$ cat config.mk
export PLATFORM = sky130hd
export DESIGN_NAME = i2c_subsystem
export DESIGN_NICKNAME = d
export VERILOG_FILES = /design/src/hdl/i2c_pkg.sv /design/src/hdl/i2c_subsystem.sv /design/src/hdl/i2c_reg_slave.sv /design/src/hdl/i2c_bus_arbiter.sv /design/src/hdl/i2c_master.sv /design/src/hdl/i2c_cmd_queue.sv
export VERILOG_INCLUDE_DIRS = /design/src /design/src/hdl
export SDC_FILE = /design/constraint.sdc
export NUM_CORES = 1
export LEC_CHECK = 0
export ABC_AREA = 1
export BUFFER_PORTS_ARGS = -buffer_cell sky130_fd_sc_hd__buf_2
export CAP_MARGIN = 40
export CORE_UTILIZATION = 25
export DETAILED_ROUTE_END_ITERATION = 10
export PLACE_DENSITY = 0.48
export SYNTH_ARGS = -nofsm -noshare
export SYNTH_HDL_FRONTEND = slang
export SYNTH_SLANG_ARGS = --single-unit
export TNS_END_PERCENT = 10
$ cat constraint.sdc
create_clock -name clk -period 3.7 [get_ports clk]
set_input_delay 0.185 -clock clk [delete_from_list [all_inputs] [get_ports clk]]
set_output_delay 0.185 -clock clk [all_outputs]
set_load 0.01 [all_outputs]
$ cat src/hdl/i2c_cfg.svh
`ifndef I2C_CFG_SVH
`define I2C_CFG_SVH

//////////////////////////////
// Subsystem parameters
//////////////////////////////

// Command slots per master, equal to the sender's starting credit
`define I2C_QUEUE_DEPTH 4

// clk cycles in one SCL half period
`define I2C_HALF_PERIOD 4

// Address of the register slave
`define I2C_SLAVE_ADDR 7'h2A

// Peer masters sharing the bus
`define I2C_NUM_MASTERS 2

`endif
$ cat src/hdl/i2c_pkg.sv
package i2c_pkg;

  typedef logic [6:0] i2c_addr_t;
  typedef logic [7:0] i2c_byte_t;

  // One queued command, rw = 1 is a read
  typedef struct packed {
    logic      rw;
    i2c_addr_t addr;
    i2c_byte_t data;
  } i2c_cmd_t;

  // Completion of one command
  typedef struct packed {
    logic      nack;
    i2c_byte_t data;
  } i2c_rsp_t;

  // Drive level of one agent, or the resolved bus
  typedef struct packed {
    logic scl;
    logic sda;
  } i2c_line_t;

  typedef enum logic [2:0] {
    mst_idle,
    mst_start,
    mst_addr,
    mst_rw,
    mst_ack,
    mst_data,
    mst_data_ack,
    mst_stop
  } master_state_t;

  typedef enum logic [2:0] {
    slv_idle,
    slv_addr,
    slv_ack,
    slv_data,
    slv_data_ack
  } slave_state_t;

endpackage

$ cat src/hdl/i2c_subsystem.sv
`include "i2c_cfg.svh"

module i2c_subsystem (
  input  logic                        clk,
  input  logic                        reset,
  input  logic [`I2C_NUM_MASTERS-1:0] cmd_valid,
  input  i2c_pkg::i2c_cmd_t           cmd [`I2C_NUM_MASTERS],
  output logic [`I2C_NUM_MASTERS-1:0] cmd_credit,
  output logic [`I2C_NUM_MASTERS-1:0] rsp_valid,
  output i2c_pkg::i2c_rsp_t           rsp [`I2C_NUM_MASTERS],
  output i2c_pkg::i2c_line_t          bus
);
  import i2c_pkg::*;

  localparam int N = `I2C_NUM_MASTERS;

  logic [N-1:0] head_valid;
  i2c_cmd_t     head [N];
  logic [N-1:0] pop;
  logic [N-1:0] bus_req;
  logic [N-1:0] bus_gnt;
  i2c_line_t    drive [N];
  logic         slave_sda;

  // One queue and master per port
  for (genvar i = 0; i < N; i++) begin : g_port
    i2c_cmd_queue u_queue (
      .clk        (clk),
      .reset      (reset),
      .push       (cmd_valid[i]),
      .push_cmd   (cmd[i]),
      .pop        (pop[i]),
      .head_valid (head_valid[i]),
      .head       (head[i]),
      .credit     (cmd_credit[i])
    );

    i2c_master u_master (
      .clk        (clk),
      .reset      (reset),
      .head_valid (head_valid[i]),
      .head       (head[i]),
      .pop        (pop[i]),
      .bus_req    (bus_req[i]),
      .bus_gnt    (bus_gnt[i]),
      .bus_in     (bus),
      .drive      (drive[i]),
      .rsp_valid  (rsp_valid[i]),
      .rsp        (rsp[i])
    );
  end

  i2c_bus_arbiter u_arbiter (
    .clk          (clk),
    .reset        (reset),
    .bus_req      (bus_req),
    .bus_gnt      (bus_gnt),
    .master_drive (drive),
    .slave_sda    (slave_sda),
    .bus          (bus)
  );

  i2c_reg_slave u_slave (
    .clk       (clk),
    .reset     (reset),
    .bus       (bus),
    .sda_drive (slave_sda)
  );

endmodule

$ cat src/hdl/i2c_reg_slave.sv
`include "i2c_cfg.svh"

module i2c_reg_slave (
  input  logic               clk,
  input  logic               reset,
  input  i2c_pkg::i2c_line_t bus,
  output logic               sda_drive
);
  import i2c_pkg::*;

  slave_state_t state;
  i2c_line_t    prev;
  logic [3:0]   cnt;
  i2c_byte_t    shreg;
  i2c_byte_t    stored;
  logic         rw_q;
  logic         scl_rise;
  logic         scl_fall;
  logic         start_det;
  logic         stop_det;
  logic         addr_hit;

  //////////////////////////////
  // Bus event detection
  //////////////////////////////

  assign scl_rise  = bus.scl && !prev.scl;
  assign scl_fall  = !bus.scl && prev.scl;
  // SDA edges count only with SCL high on both samples
  assign start_det = prev.scl && bus.scl && prev.sda && !bus.sda;
  assign stop_det  = prev.scl && bus.scl && !prev.sda && bus.sda;
  assign addr_hit  = (shreg[7:1] == `I2C_SLAVE_ADDR);

  // Sample on rising SCL
  always_ff @(posedge clk) begin
    if (scl_rise) begin
      shreg <= {shreg[6:0], bus.sda};
    end
  end

  //////////////////////////////
  // Slave FSM
  //////////////////////////////

  always_ff @(posedge clk) begin
    if (reset) begin
      prev      <= '1;
      state     <= slv_idle;
      cnt       <= 4'd0;
      rw_q      <= 1'b0;
      stored    <= '0;
      sda_drive <= 1'b1;
    end else begin
      prev <= bus;
      if (start_det) begin
        state     <= slv_addr;
        cnt       <= 4'd0;
        sda_drive <= 1'b1;
      end else if (stop_det) begin
        state     <= slv_idle;
        sda_drive <= 1'b1;
      end else if (scl_rise) begin
        if ((state == slv_addr) || (state == slv_data)) begin
          cnt <= cnt + 1'b1;
        end
      end else if (scl_fall) begin
        // Drive changes only after SCL has gone low
        case (state)
          slv_addr: begin
            if (cnt == 4'd8) begin
              cnt  <= 4'd0;
              rw_q <= shreg[0];
              if (addr_hit) begin
                state     <= slv_ack;
                sda_drive <= 1'b0;
              end else begin
                state <= slv_idle;
              end
            end
          end
          slv_ack: begin
            state     <= slv_data;
            sda_drive <= rw_q ? stored[7] : 1'b1;
          end
          slv_data: begin
            if (cnt == 4'd8) begin
              state <= slv_data_ack;
              if (rw_q) begin
                sda_drive <= 1'b1;
              end else begin
                stored    <= shreg;
                sda_drive <= 1'b0;
              end
            end else if (rw_q) begin
              sda_drive <= stored[3'd7 - cnt[2:0]];
            end
          end
          slv_data_ack: begin
            state     <= slv_idle;
            sda_drive <= 1'b1;
          end
          default: sda_drive <= 1'b1;
        endcase
      end
    end
  end

endmodule

$ cat src/hdl/i2c_bus_arbiter.sv
`include "i2c_cfg.svh"

module i2c_bus_arbiter (
  input  logic                        clk,
  input  logic                        reset,
  input  logic [`I2C_NUM_MASTERS-1:0] bus_req,
  output logic [`I2C_NUM_MASTERS-1:0] bus_gnt,
  input  i2c_pkg::i2c_line_t          master_drive [`I2C_NUM_MASTERS],
  input  logic                        slave_sda,
  output i2c_pkg::i2c_line_t          bus
);
  import i2c_pkg::*;

  localparam int N  = `I2C_NUM_MASTERS;
  localparam int PW = (N > 1) ? $clog2(N) : 1;

  logic [N-1:0]  owner;
  logic [PW-1:0] ptr;
  logic [PW-1:0] pick;
  logic          pick_valid;

  assign bus_gnt = owner;

  // First requester at or after the pointer
  always_comb begin
    logic [PW-1:0] idx;
    pick       = '0;
    pick_valid = 1'b0;
    for (int i = 0; i < N; i++) begin
      idx = PW'((int'(ptr) + i) % N);
      if (!pick_valid && bus_req[idx]) begin
        pick       = idx;
        pick_valid = 1'b1;
      end
    end
  end

  always_ff @(posedge clk) begin
    if (reset) begin
      owner <= '0;
      ptr   <= '0;
    end else if (owner == '0) begin
      if (pick_valid) begin
        owner <= N'(1) << pick;
        ptr   <= (pick == PW'(N - 1)) ? '0 : pick + 1'b1;
      end
    end else if ((owner & bus_req) == '0) begin
      owner <= '0;
    end
  end

  // Open-drain wired-AND, non-owners count as released
  always_comb begin
    bus.scl = 1'b1;
    bus.sda = slave_sda;
    for (int i = 0; i < N; i++) begin
      if (owner[i]) begin
        bus.scl = bus.scl & master_drive[i].scl;
        bus.sda = bus.sda & master_drive[i].sda;
      end
    end
  end

endmodule

$ cat src/hdl/i2c_master.sv
`include "i2c_cfg.svh"

module i2c_master (
  input  logic               clk,
  input  logic               reset,
  input  logic               head_valid,
  input  i2c_pkg::i2c_cmd_t  head,
  output logic               pop,
  output logic               bus_req,
  input  logic               bus_gnt,
  input  i2c_pkg::i2c_line_t bus_in,
  output i2c_pkg::i2c_line_t drive,
  output logic               rsp_valid,
  output i2c_pkg::i2c_rsp_t  rsp
);
  import i2c_pkg::*;

  localparam int HW = $clog2(`I2C_HALF_PERIOD + 1);

  master_state_t state;
  logic [HW-1:0] hcnt;
  logic [1:0]    phase;
  logic [2:0]    cnt;
  logic          tick;
  logic          slot_end;
  logic          nack;
  i2c_cmd_t      cmd_q;
  i2c_byte_t     rd_byte;

  // Launch only once the previous request has been dropped
  assign pop = (state == mst_idle) && !bus_req && head_valid;

  assign tick = bus_gnt && (state != mst_idle) && (hcnt == HW'(`I2C_HALF_PERIOD - 1));

  // Stop has a third half period for the SDA rise with SCL high
  assign slot_end = tick && (phase != 2'd0) && !((state == mst_stop) && (phase == 2'd1));

  //////////////////////////////
  // SCL half-period timing
  //////////////////////////////

  always_ff @(posedge clk) begin
    if (reset) begin
      hcnt <= '0;
    end else if (pop || tick) begin
      hcnt <= '0;
    end else if (bus_gnt && (state != mst_idle)) begin
      hcnt <= hcnt + 1'b1;
    end
  end

  //////////////////////////////
  // Transaction FSM
  //////////////////////////////

  always_ff @(posedge clk) begin
    if (reset) begin
      state     <= mst_idle;
      phase     <= 2'd0;
      cnt       <= 3'd0;
      bus_req   <= 1'b0;
      nack      <= 1'b0;
      rsp_valid <= 1'b0;
    end else begin
      rsp_valid <= 1'b0;
      if (pop) begin
        state   <= mst_start;
        phase   <= 2'd0;
        bus_req <= 1'b1;
        nack    <= 1'b0;
      end else if (state == mst_idle) begin
        // One idle cycle after stop, then release the bus
        bus_req <= 1'b0;
      end else if (slot_end) begin
        phase <= 2'd0;
        case (state)
          mst_start: begin
            state <= mst_addr;
            cnt   <= 3'd6;
          end
          mst_addr: begin
            if (cnt == 3'd0) begin
              state <= mst_rw;
            end else begin
              cnt <= cnt - 1'b1;
            end
          end
          mst_rw: state <= mst_ack;
          mst_ack: begin
            // Address NACK skips the data phase
            if (bus_in.sda) begin
              nack  <= 1'b1;
              state <= mst_stop;
            end else begin
              state <= mst_data;
              cnt   <= 3'd7;
            end
          end
          mst_data: begin
            if (cnt == 3'd0) begin
              state <= mst_data_ack;
            end else begin
              cnt <= cnt - 1'b1;
            end
          end
          mst_data_ack: state <= mst_stop;
          mst_stop: begin
            state     <= mst_idle;
            rsp_valid <= 1'b1;
          end
          default: state <= mst_idle;
        endcase
      end else if (tick) begin
        phase <= phase + 2'd1;
      end
    end
  end

  // Command copy, read capture at the end of SCL high, response
  always_ff @(posedge clk) begin
    if (pop) begin
      cmd_q <= head;
    end
    if (slot_end && (state == mst_data)) begin
      rd_byte[cnt] <= bus_in.sda;
    end
    if (slot_end && (state == mst_stop)) begin
      rsp.nack <= nack;
      // Only a successful read returns a byte
      rsp.data <= (nack || !cmd_q.rw) ? '0 : rd_byte;
    end
  end

  //////////////////////////////
  // Line drive
  //////////////////////////////

  always_comb begin
    drive.scl = phase[0];
    drive.sda = 1'b1;
    case (state)
      mst_idle: drive.scl = 1'b1;
      mst_start: begin
        // SCL held high, SDA falls in the second half
        drive.scl = 1'b1;
        drive.sda = (phase == 2'd0);
      end
      mst_addr: drive.sda = cmd_q.addr[cnt];
      mst_rw:   drive.sda = cmd_q.rw;
      // Released on a read so the slave can drive
      mst_data: drive.sda = cmd_q.rw | cmd_q.data[cnt];
      mst_stop: begin
        drive.scl = (phase != 2'd0);
        drive.sda = (phase == 2'd2);
      end
      default: drive.sda = 1'b1;
    endcase
  end

endmodule

$ cat src/hdl/i2c_cmd_queue.sv
`include "i2c_cfg.svh"

module i2c_cmd_queue (
  input  logic              clk,
  input  logic              reset,
  input  logic              push,
  input  i2c_pkg::i2c_cmd_t push_cmd,
  input  logic              pop,
  output logic              head_valid,
  output i2c_pkg::i2c_cmd_t head,
  output logic              credit
);
  import i2c_pkg::*;

  localparam int DEPTH = `I2C_QUEUE_DEPTH;
  localparam int PW = (DEPTH > 1) ? $clog2(DEPTH) : 1;

  i2c_cmd_t      mem [DEPTH];
  logic [PW-1:0] wr_ptr;
  logic [PW-1:0] rd_ptr;
  logic [PW:0]   count;
  logic          do_pop;

  // Wrap at DEPTH, which need not be a power of two
  function automatic logic [PW-1:0] next_ptr(input logic [PW-1:0] p);
    return (p == PW'(DEPTH - 1)) ? '0 : p + 1'b1;
  endfunction

  assign head_valid = (count != '0);
  assign head       = mem[rd_ptr];
  assign do_pop     = pop && head_valid;

  // Storage, written at the tail
  always_ff @(posedge clk) begin
    if (push) begin
      mem[wr_ptr] <= push_cmd;
    end
  end

  always_ff @(posedge clk) begin
    if (reset) begin
      wr_ptr <= '0;
      rd_ptr <= '0;
      count  <= '0;
      credit <= 1'b0;
    end else begin
      // One credit back per freed slot
      credit <= do_pop;
      if (push) begin
        wr_ptr <= next_ptr(wr_ptr);
      end
      if (do_pop) begin
        rd_ptr <= next_ptr(rd_ptr);
      end
      case ({push, do_pop})
        2'b10:   count <= count + 1'b1;
        2'b01:   count <= count - 1'b1;
        default: count <= count;
      endcase
    end
  end

endmodule

# Yosys cells after proc, flatten, opt, wreduce, memory -nomap -nowiden
# Memory sizes are Yosys's and may differ from the RTL's. A register that Yosys moved wholly into a read port is not among the register bits.
# Cells that the tools add are included.
[totals] ff_bits=108 ramBits=128 input_bits=36 out_inout_bits=24 elab_cells=341 n_memories=2
[classes] addsub=18 n_lt_le_gt_ge=7 eq_ne=57 n_shift=1 n_mux=92 bitwise_logic=16 reduce_logical=107
[memory_table] name="g_port[0].u_queue.mem" depth=4 word_bits=16 read_ports=1 rd_ports_with_merged_regs=1 write_ports=1 line="i2c_cmd_queue.sv:18" source="i2c_cmd_t mem [DEPTH];"
[memory_table] name="g_port[1].u_queue.mem" depth=4 word_bits=16 read_ports=1 rd_ports_with_merged_regs=1 write_ports=1 line="i2c_cmd_queue.sv:18"
[ops] op="$mux W1" n=42
[ops] op="$pmux W3 S6" n=2
[ops] op="$logic_and A1 B1 Y1" n=30
[ops] op="$mux W2" n=15
[ops] op="$reduce_bool A2 Y1" n=14
[ops] op="$eq A3 B3 Y1 const B" n=9
[ops] op="$mux W3" n=9
[ops] op="$eq A3 B2 Y1 const B" n=8
[ops] op="$reduce_and A4 Y1" n=6
[ops] op="$reduce_bool A3 Y1" n=7
[ops] op="$mux W4" n=5
[ops] op="$reduce_and A5 Y1" n=4
[ops] op="$pmux W3 S3" n=2
[ops] op="$reduce_and A6 Y1" n=3
[ops] op="$reduce_or A2 Y1" n=9
[ops] op="$bwmux W8" n=2
[ops] op="$eq A2 B2 Y1 const B" n=8
[ops] op="$ne A2 B1 Y1 const B" n=8
[ops] op="$bmux W1 S3" n=5
[ops] op="$ne A2 B2 Y1 const B" n=7
[ops] op="$add A2 B1 Y2 const B" n=6
[ops] op="$add A3 B1 Y3 const B" n=4
[ops] op="$logic_not A3 Y1" n=4
[ops] op="$lt A3 B4 Y1 const B" n=3
[ops] op="34 further kinds" n=86

# Depth between registers and ports, before layout
[depth] ltp_word=14 mapped_depth=16 mapped_depth_nobuf=16

# Cells and area by module
# A second synthesis with hierarchy kept.
[hier_totals] cells_unflattened=1105 area_unflattened_um2=11606.1
[by_module_without_submodules] mod="i2c_cmd_queue" n_inst=2 cells_per_inst=220 area_per_inst_um2=2856.5 seq_area_each_um2=2122.0
[by_module_without_submodules] mod="i2c_master (g_port[0].u_master)" n_inst=1 cells_per_inst=230 area_per_inst_um2=2197.1 seq_area_each_um2=1271.2
[by_module_without_submodules] mod="i2c_master (g_port[1].u_master)" n_inst=1 cells_per_inst=230 area_per_inst_um2=2145.8 seq_area_each_um2=1271.2
[by_module_without_submodules] mod="i2c_reg_slave" n_inst=1 cells_per_inst=179 area_per_inst_um2=1377.6 seq_area_each_um2=620.6
[by_module_without_submodules] mod="i2c_bus_arbiter" n_inst=1 cells_per_inst=26 area_per_inst_um2=172.7 seq_area_each_um2=60.1

# Least setup slack after synthesis
# OpenSTA, ideal clock, no wires.
[synth_timing] path_kind="register to register" start="register g_port[1].u_master.state[0]" end="register g_port[1].u_queue.count[2]" setup_time_ps=122 arrival_ps=2645 t_required_ps=3578 path_slack_ps=933 stages_incl_launch_ff=13 path_buffers=0 period_less_slack_ps=2767 cell_sequence="dfxtp_1 inv_1 nand2_1 nor2_2 inv_1 nor3_2 ha_1 inv_1 fa_1 a21oi_1 o21ai_0 o21ai_0 a21oi_1"
[synth_via] elab_chain_cells=6 elab_cells_between_ends=8 classes_between="eq/ne: 2; mux: 1; reduce/logical: 5"
[synth_lines] item="start: declaration" line="i2c_master.sv:20" source="master_state_t state;"
[synth_lines] item="start signal: assignment" line="i2c_master.sv:58" source="state <= mst_idle;"
[synth_lines] item="start signal: assignment" line="i2c_master.sv:67" source="state <= mst_start;"
[synth_lines] item="start signal: assignment" line="i2c_master.sv:78" source="state <= mst_addr;"
[synth_lines] item="$logic_not A3 Y1 *" line="i2c_master.sv:31" source="assign pop = (state == mst_idle) && !bus_req && head_valid;"
[synth_lines] item="$logic_and A1 B1 Y1 * (2 in series)" line="i2c_master.sv:31"
[synth_lines] item="named net g_port[1].u_master.pop" line="i2c_master.sv:8" source="output logic pop,"
[synth_lines] item="$logic_and A1 B1 Y1 *" line="i2c_cmd_queue.sv:31" source="assign do_pop = pop && head_valid;"
[synth_lines] item="$eq A2 B1 Y1 or $eq A2 B2 Y1 (tied branches)" line="i2c_cmd_queue.sv:55" source="case ({push, do_pop})"
[synth_lines] item="$pmux W3 S2 or $reduce_bool A2 Y1 (tied branches)"
[synth_lines] item="end signal: assignment" line="i2c_cmd_queue.sv:56" source="2'b10: count <= count + 1'b1;"
[synth_lines] item="end signal: assignment" line="i2c_cmd_queue.sv:57" source="2'b01: count <= count - 1'b1;"
[synth_lines] item="end signal: assignment" line="i2c_cmd_queue.sv:58" source="default: count <= count;"
[synth_lines] item="end: declaration" line="i2c_cmd_queue.sv:21" source="logic [PW:0] count;"
# Mark *: on every way through the listed nets, which the timed path passes. The rest lies on a longest branch.
# A chain may end at the register's enable or synchronous reset.

==> results.json <==
{
  "outcome": "finished, final reports clean",
  "clkTransAtPathRegs_ps": 70,
  "syn_area_per_cell_sq_um": 10.5,
  "cts_buffers": 29,
  "detail_route.wl_per_cell_microns": 13.5,
  "final_util": 0.305,
  "synth_fp_nets": 1161,
  "rows": 78,
  "cts_hold_buf": 34,
  "netlist_instances": 1092,
  "setup_tns_ps": 0,
  "grtUsageMet2": 0.172,
  "wl_microns": 24500,
  "grtUsageTotal": 0.105,
  "setup_violations": 0,
  "critPathTopFamily": "buffers and inverters",
  "finClkSkew_ps": 17.7,
  "grt_first_pass_wirelength_microns": 39600,
  "dieArea_sq_mm": 0.0467,
  "first_pass_iters": 5,
  "leakage_nw": 5.13,
  "hpwl_microns": 16300,
  "syn-cell-area_sq_mm": 0.0114,
  "final_max_slew_viol_count": 0,
  "coreArea_sq_mm": 0.0453,
  "path_class": "reg -> out",
  "final_cell_mix": "edfxtp_1, nor2_1, inv_1, nand2_1, o21ai_0",
  "diodes": 0,
  "hold_class": "in -> reg",
  "cts_resized": 0,
  "cp_max_fo": 20,
  "tritoncts": "yes",
  "slew_headroom": 0.464,
  "post-cts-setup-buffers": 0,
  "ys_warn_count": 0,
  "synthDistinctLibCells": 43,
  "drtAntennaViolNets": 0,
  "placed_cell_area_sq_mm": 0.0125,
  "gp_congestion": 0.840,
  "htreeDepth": 1,
  "synth_edf_count": 202,
  "grt_max_degree": 37,
  "layout-drive-gt1-share": 0.126,
  "die_w_microns": 216,
  "ys_seq_area_frac": 0.645,
  "clkSinkCount": 268,
  "ys_async_sr_fraction": 0,
  "max_freq_mhz": 323,
  "worstMarginPinSlew_ps": 801,
  "area_growth_pct": 20.8,
  "max-vdd-ir-drop_uv": 336,
  "crit_buf_inv": 3,
  "synth_ff_type": "edfxtp_1",
  "cp-end-kind": "output pin",
  "insertion_delay_ps": 560,
  "cp_slowest_cell": "inv_1",
  "num-nets-final": 1261,
  "num_vias": 7660,
  "layout_commonest_cell": "edfxtp_1",
  "portBuffers": 59,
  "antenna_found_initial": 1,
  "slowest_delay_ps": 480,
  "cp.required_ps": 3510,
  "grt-busiest-layer": "met2",
  "use_met1": 0.138,
  "path_cells": "inv_1 -> nand2_1 -> nand2_1 -> nand2_1 -> nand2_1 -> nand2_1 -> nand2_1 -> nand2_1 -> nand3_2 -> nand3_4 -> inv_1 -> buf_2",
  "cpMostUsedCell": "nand2_1",
  "start_util": 0.253,
  "num_io_pins": 60,
  "p_total_w": 0.00831,
  "grt-ovfl-total": 0,
  "critical_path_arrival_ps": 2910,
  "grt_use_met3": 0.0190,
  "synth-seq-cells": 268,
  "rrSetupSlack_ps": 920,
  "final_area_sq_mm": 0.0138,
  "routed_via_density": 4.22,
  "cap_violations": 0,
  "rsz0062_at_grt": "false",
  "hold_viol_final": 0,
  "start_kind": "flop",
  "drcViolationCount": 0,
  "die_h_microns": 216,
  "power_density_mw_per_mm2": 601,
  "post-route-period-util": 0.836,
  "grt_pass1_vias": 7638,
  "root_buffer": "clkbuf_16",
  "ctsLongestPathBuffers": 3,
  "period_minus_slack_ps": 3090,
  "drtIter0Drc": 393
}
-- report_power, final --
group	internal (W)	total [W]	switching, W
logic	0.000450	0.00139	0.000944
registers	0.00369	0.00383	0.000147
clock network	0.00185	0.00308	0.00123
total	0.00599	0.00831	0.00232
-- per-layer routing --
layer	up-vias	routed length (microns)
met5	-	17
met4	2	584
met3	45	1050
met2	126	11200
met1	3577	11600
li1	3910	-
-- cells by family after synthesis --
kind of cell,after synthesis,synth area share
buf+inv,190,0.0659
fa+ha+maj,33,0.0374
xor+xnor,5,0.00382
flops,268,0.645
simple gates,408,0.157
compound gates,188,0.0906
-- path summary, 6_finish.rpt --
path                                                  from                                       end  cells after the start
setup / recovery    g_port[1].u_master.cnt[0]$_SDFFE_PP0P_                                    bus[0]                     12
hold / removal                                       reset  g_port[1].u_queue.wr_ptr[0]$_SDFFE_PP0P_                      2
setup reg to reg  g_port[1].u_master.state[1]$_SDFFE_PP0P_            u_slave.stored[7]$_SDFFE_PP0P_                     13
hold reg to reg       g_port[1].u_master.nack$_SDFFE_PP0P_       g_port[1].u_master.rsp[8]$_DFFE_PP_                      0
-- worst register-to-register path: stages, from the launching register on --
cell and delay, ps:
dfxtp_1 440, nand2_1 150, nor2_2 190, o211ai_1 110
nand2_1 120, inv_1 80, ha_1 350, inv_1 180
nand2_1 140, nor4_4 550, nand3_4 180, nand2_1 90
inv_1 40, nor2_1 100
-- through the flow --
step,cells,hold slack (ps),worst slack [ps]
after floorplan,1092,284,933
after global placement,1724,402,1040
after detailed placement,1727,403,956
after CTS,1814,73.3,508
after global routing,1814,90.0,309
final,1814,91.2,608
-- flip-flops by register name, indices dropped and copies added, names as in the netlist, 3 cells and up --
signal and count:
g_port.u_master.state 6, u_slave.shreg 8, u_slave.state 3, g_port.u_queue.mem 128, g_port.u_queue.wr_ptr 4, g_port.u_master.cnt 6
g_port.u_queue.count 6, u_slave.stored 8, g_port.u_master.hcnt 6, g_port.u_queue.rd_ptr 4, g_port.u_master.rd_byte 16, u_slave.cnt 4
g_port.u_master.cmd_q 32, g_port.u_master.phase 4, g_port.u_master.rsp 18
-- area by class of cell --
type / count / area [sq um]
Clock buffer: 34 / 774
Tap cell: 600 / 751
Clock inverter: 19 / 249
Multi-Input combinational cell: 634 / 3310
Sequential cell: 268 / 7390
Inverter: 156 / 586
Timing Repair Buffer: 103 / 771
Fill cell: 4675 / 31500
-- cells in the mapped netlist (5+ instances only) --
cell type	n	area, sq um
edfxtp_1	202	6070
nor2_1	162	608
inv_1	146	548
nand2_1	141	529
o21ai_0	89	445
dfxtp_1	66	1320
nand3_1	52	260
a21oi_1	44	220
o22ai_1	35	219
ha_1	31	388
clkbuf_1	22	82.6
nand4_1	12	75.1
nor3_1	10	50.1
inv_2	9	33.8
nor4_1	8	50.1
buf_4	6	45.0
o31ai_1	5	37.5
No activity file was read; power rests on OpenSTA's default activity.
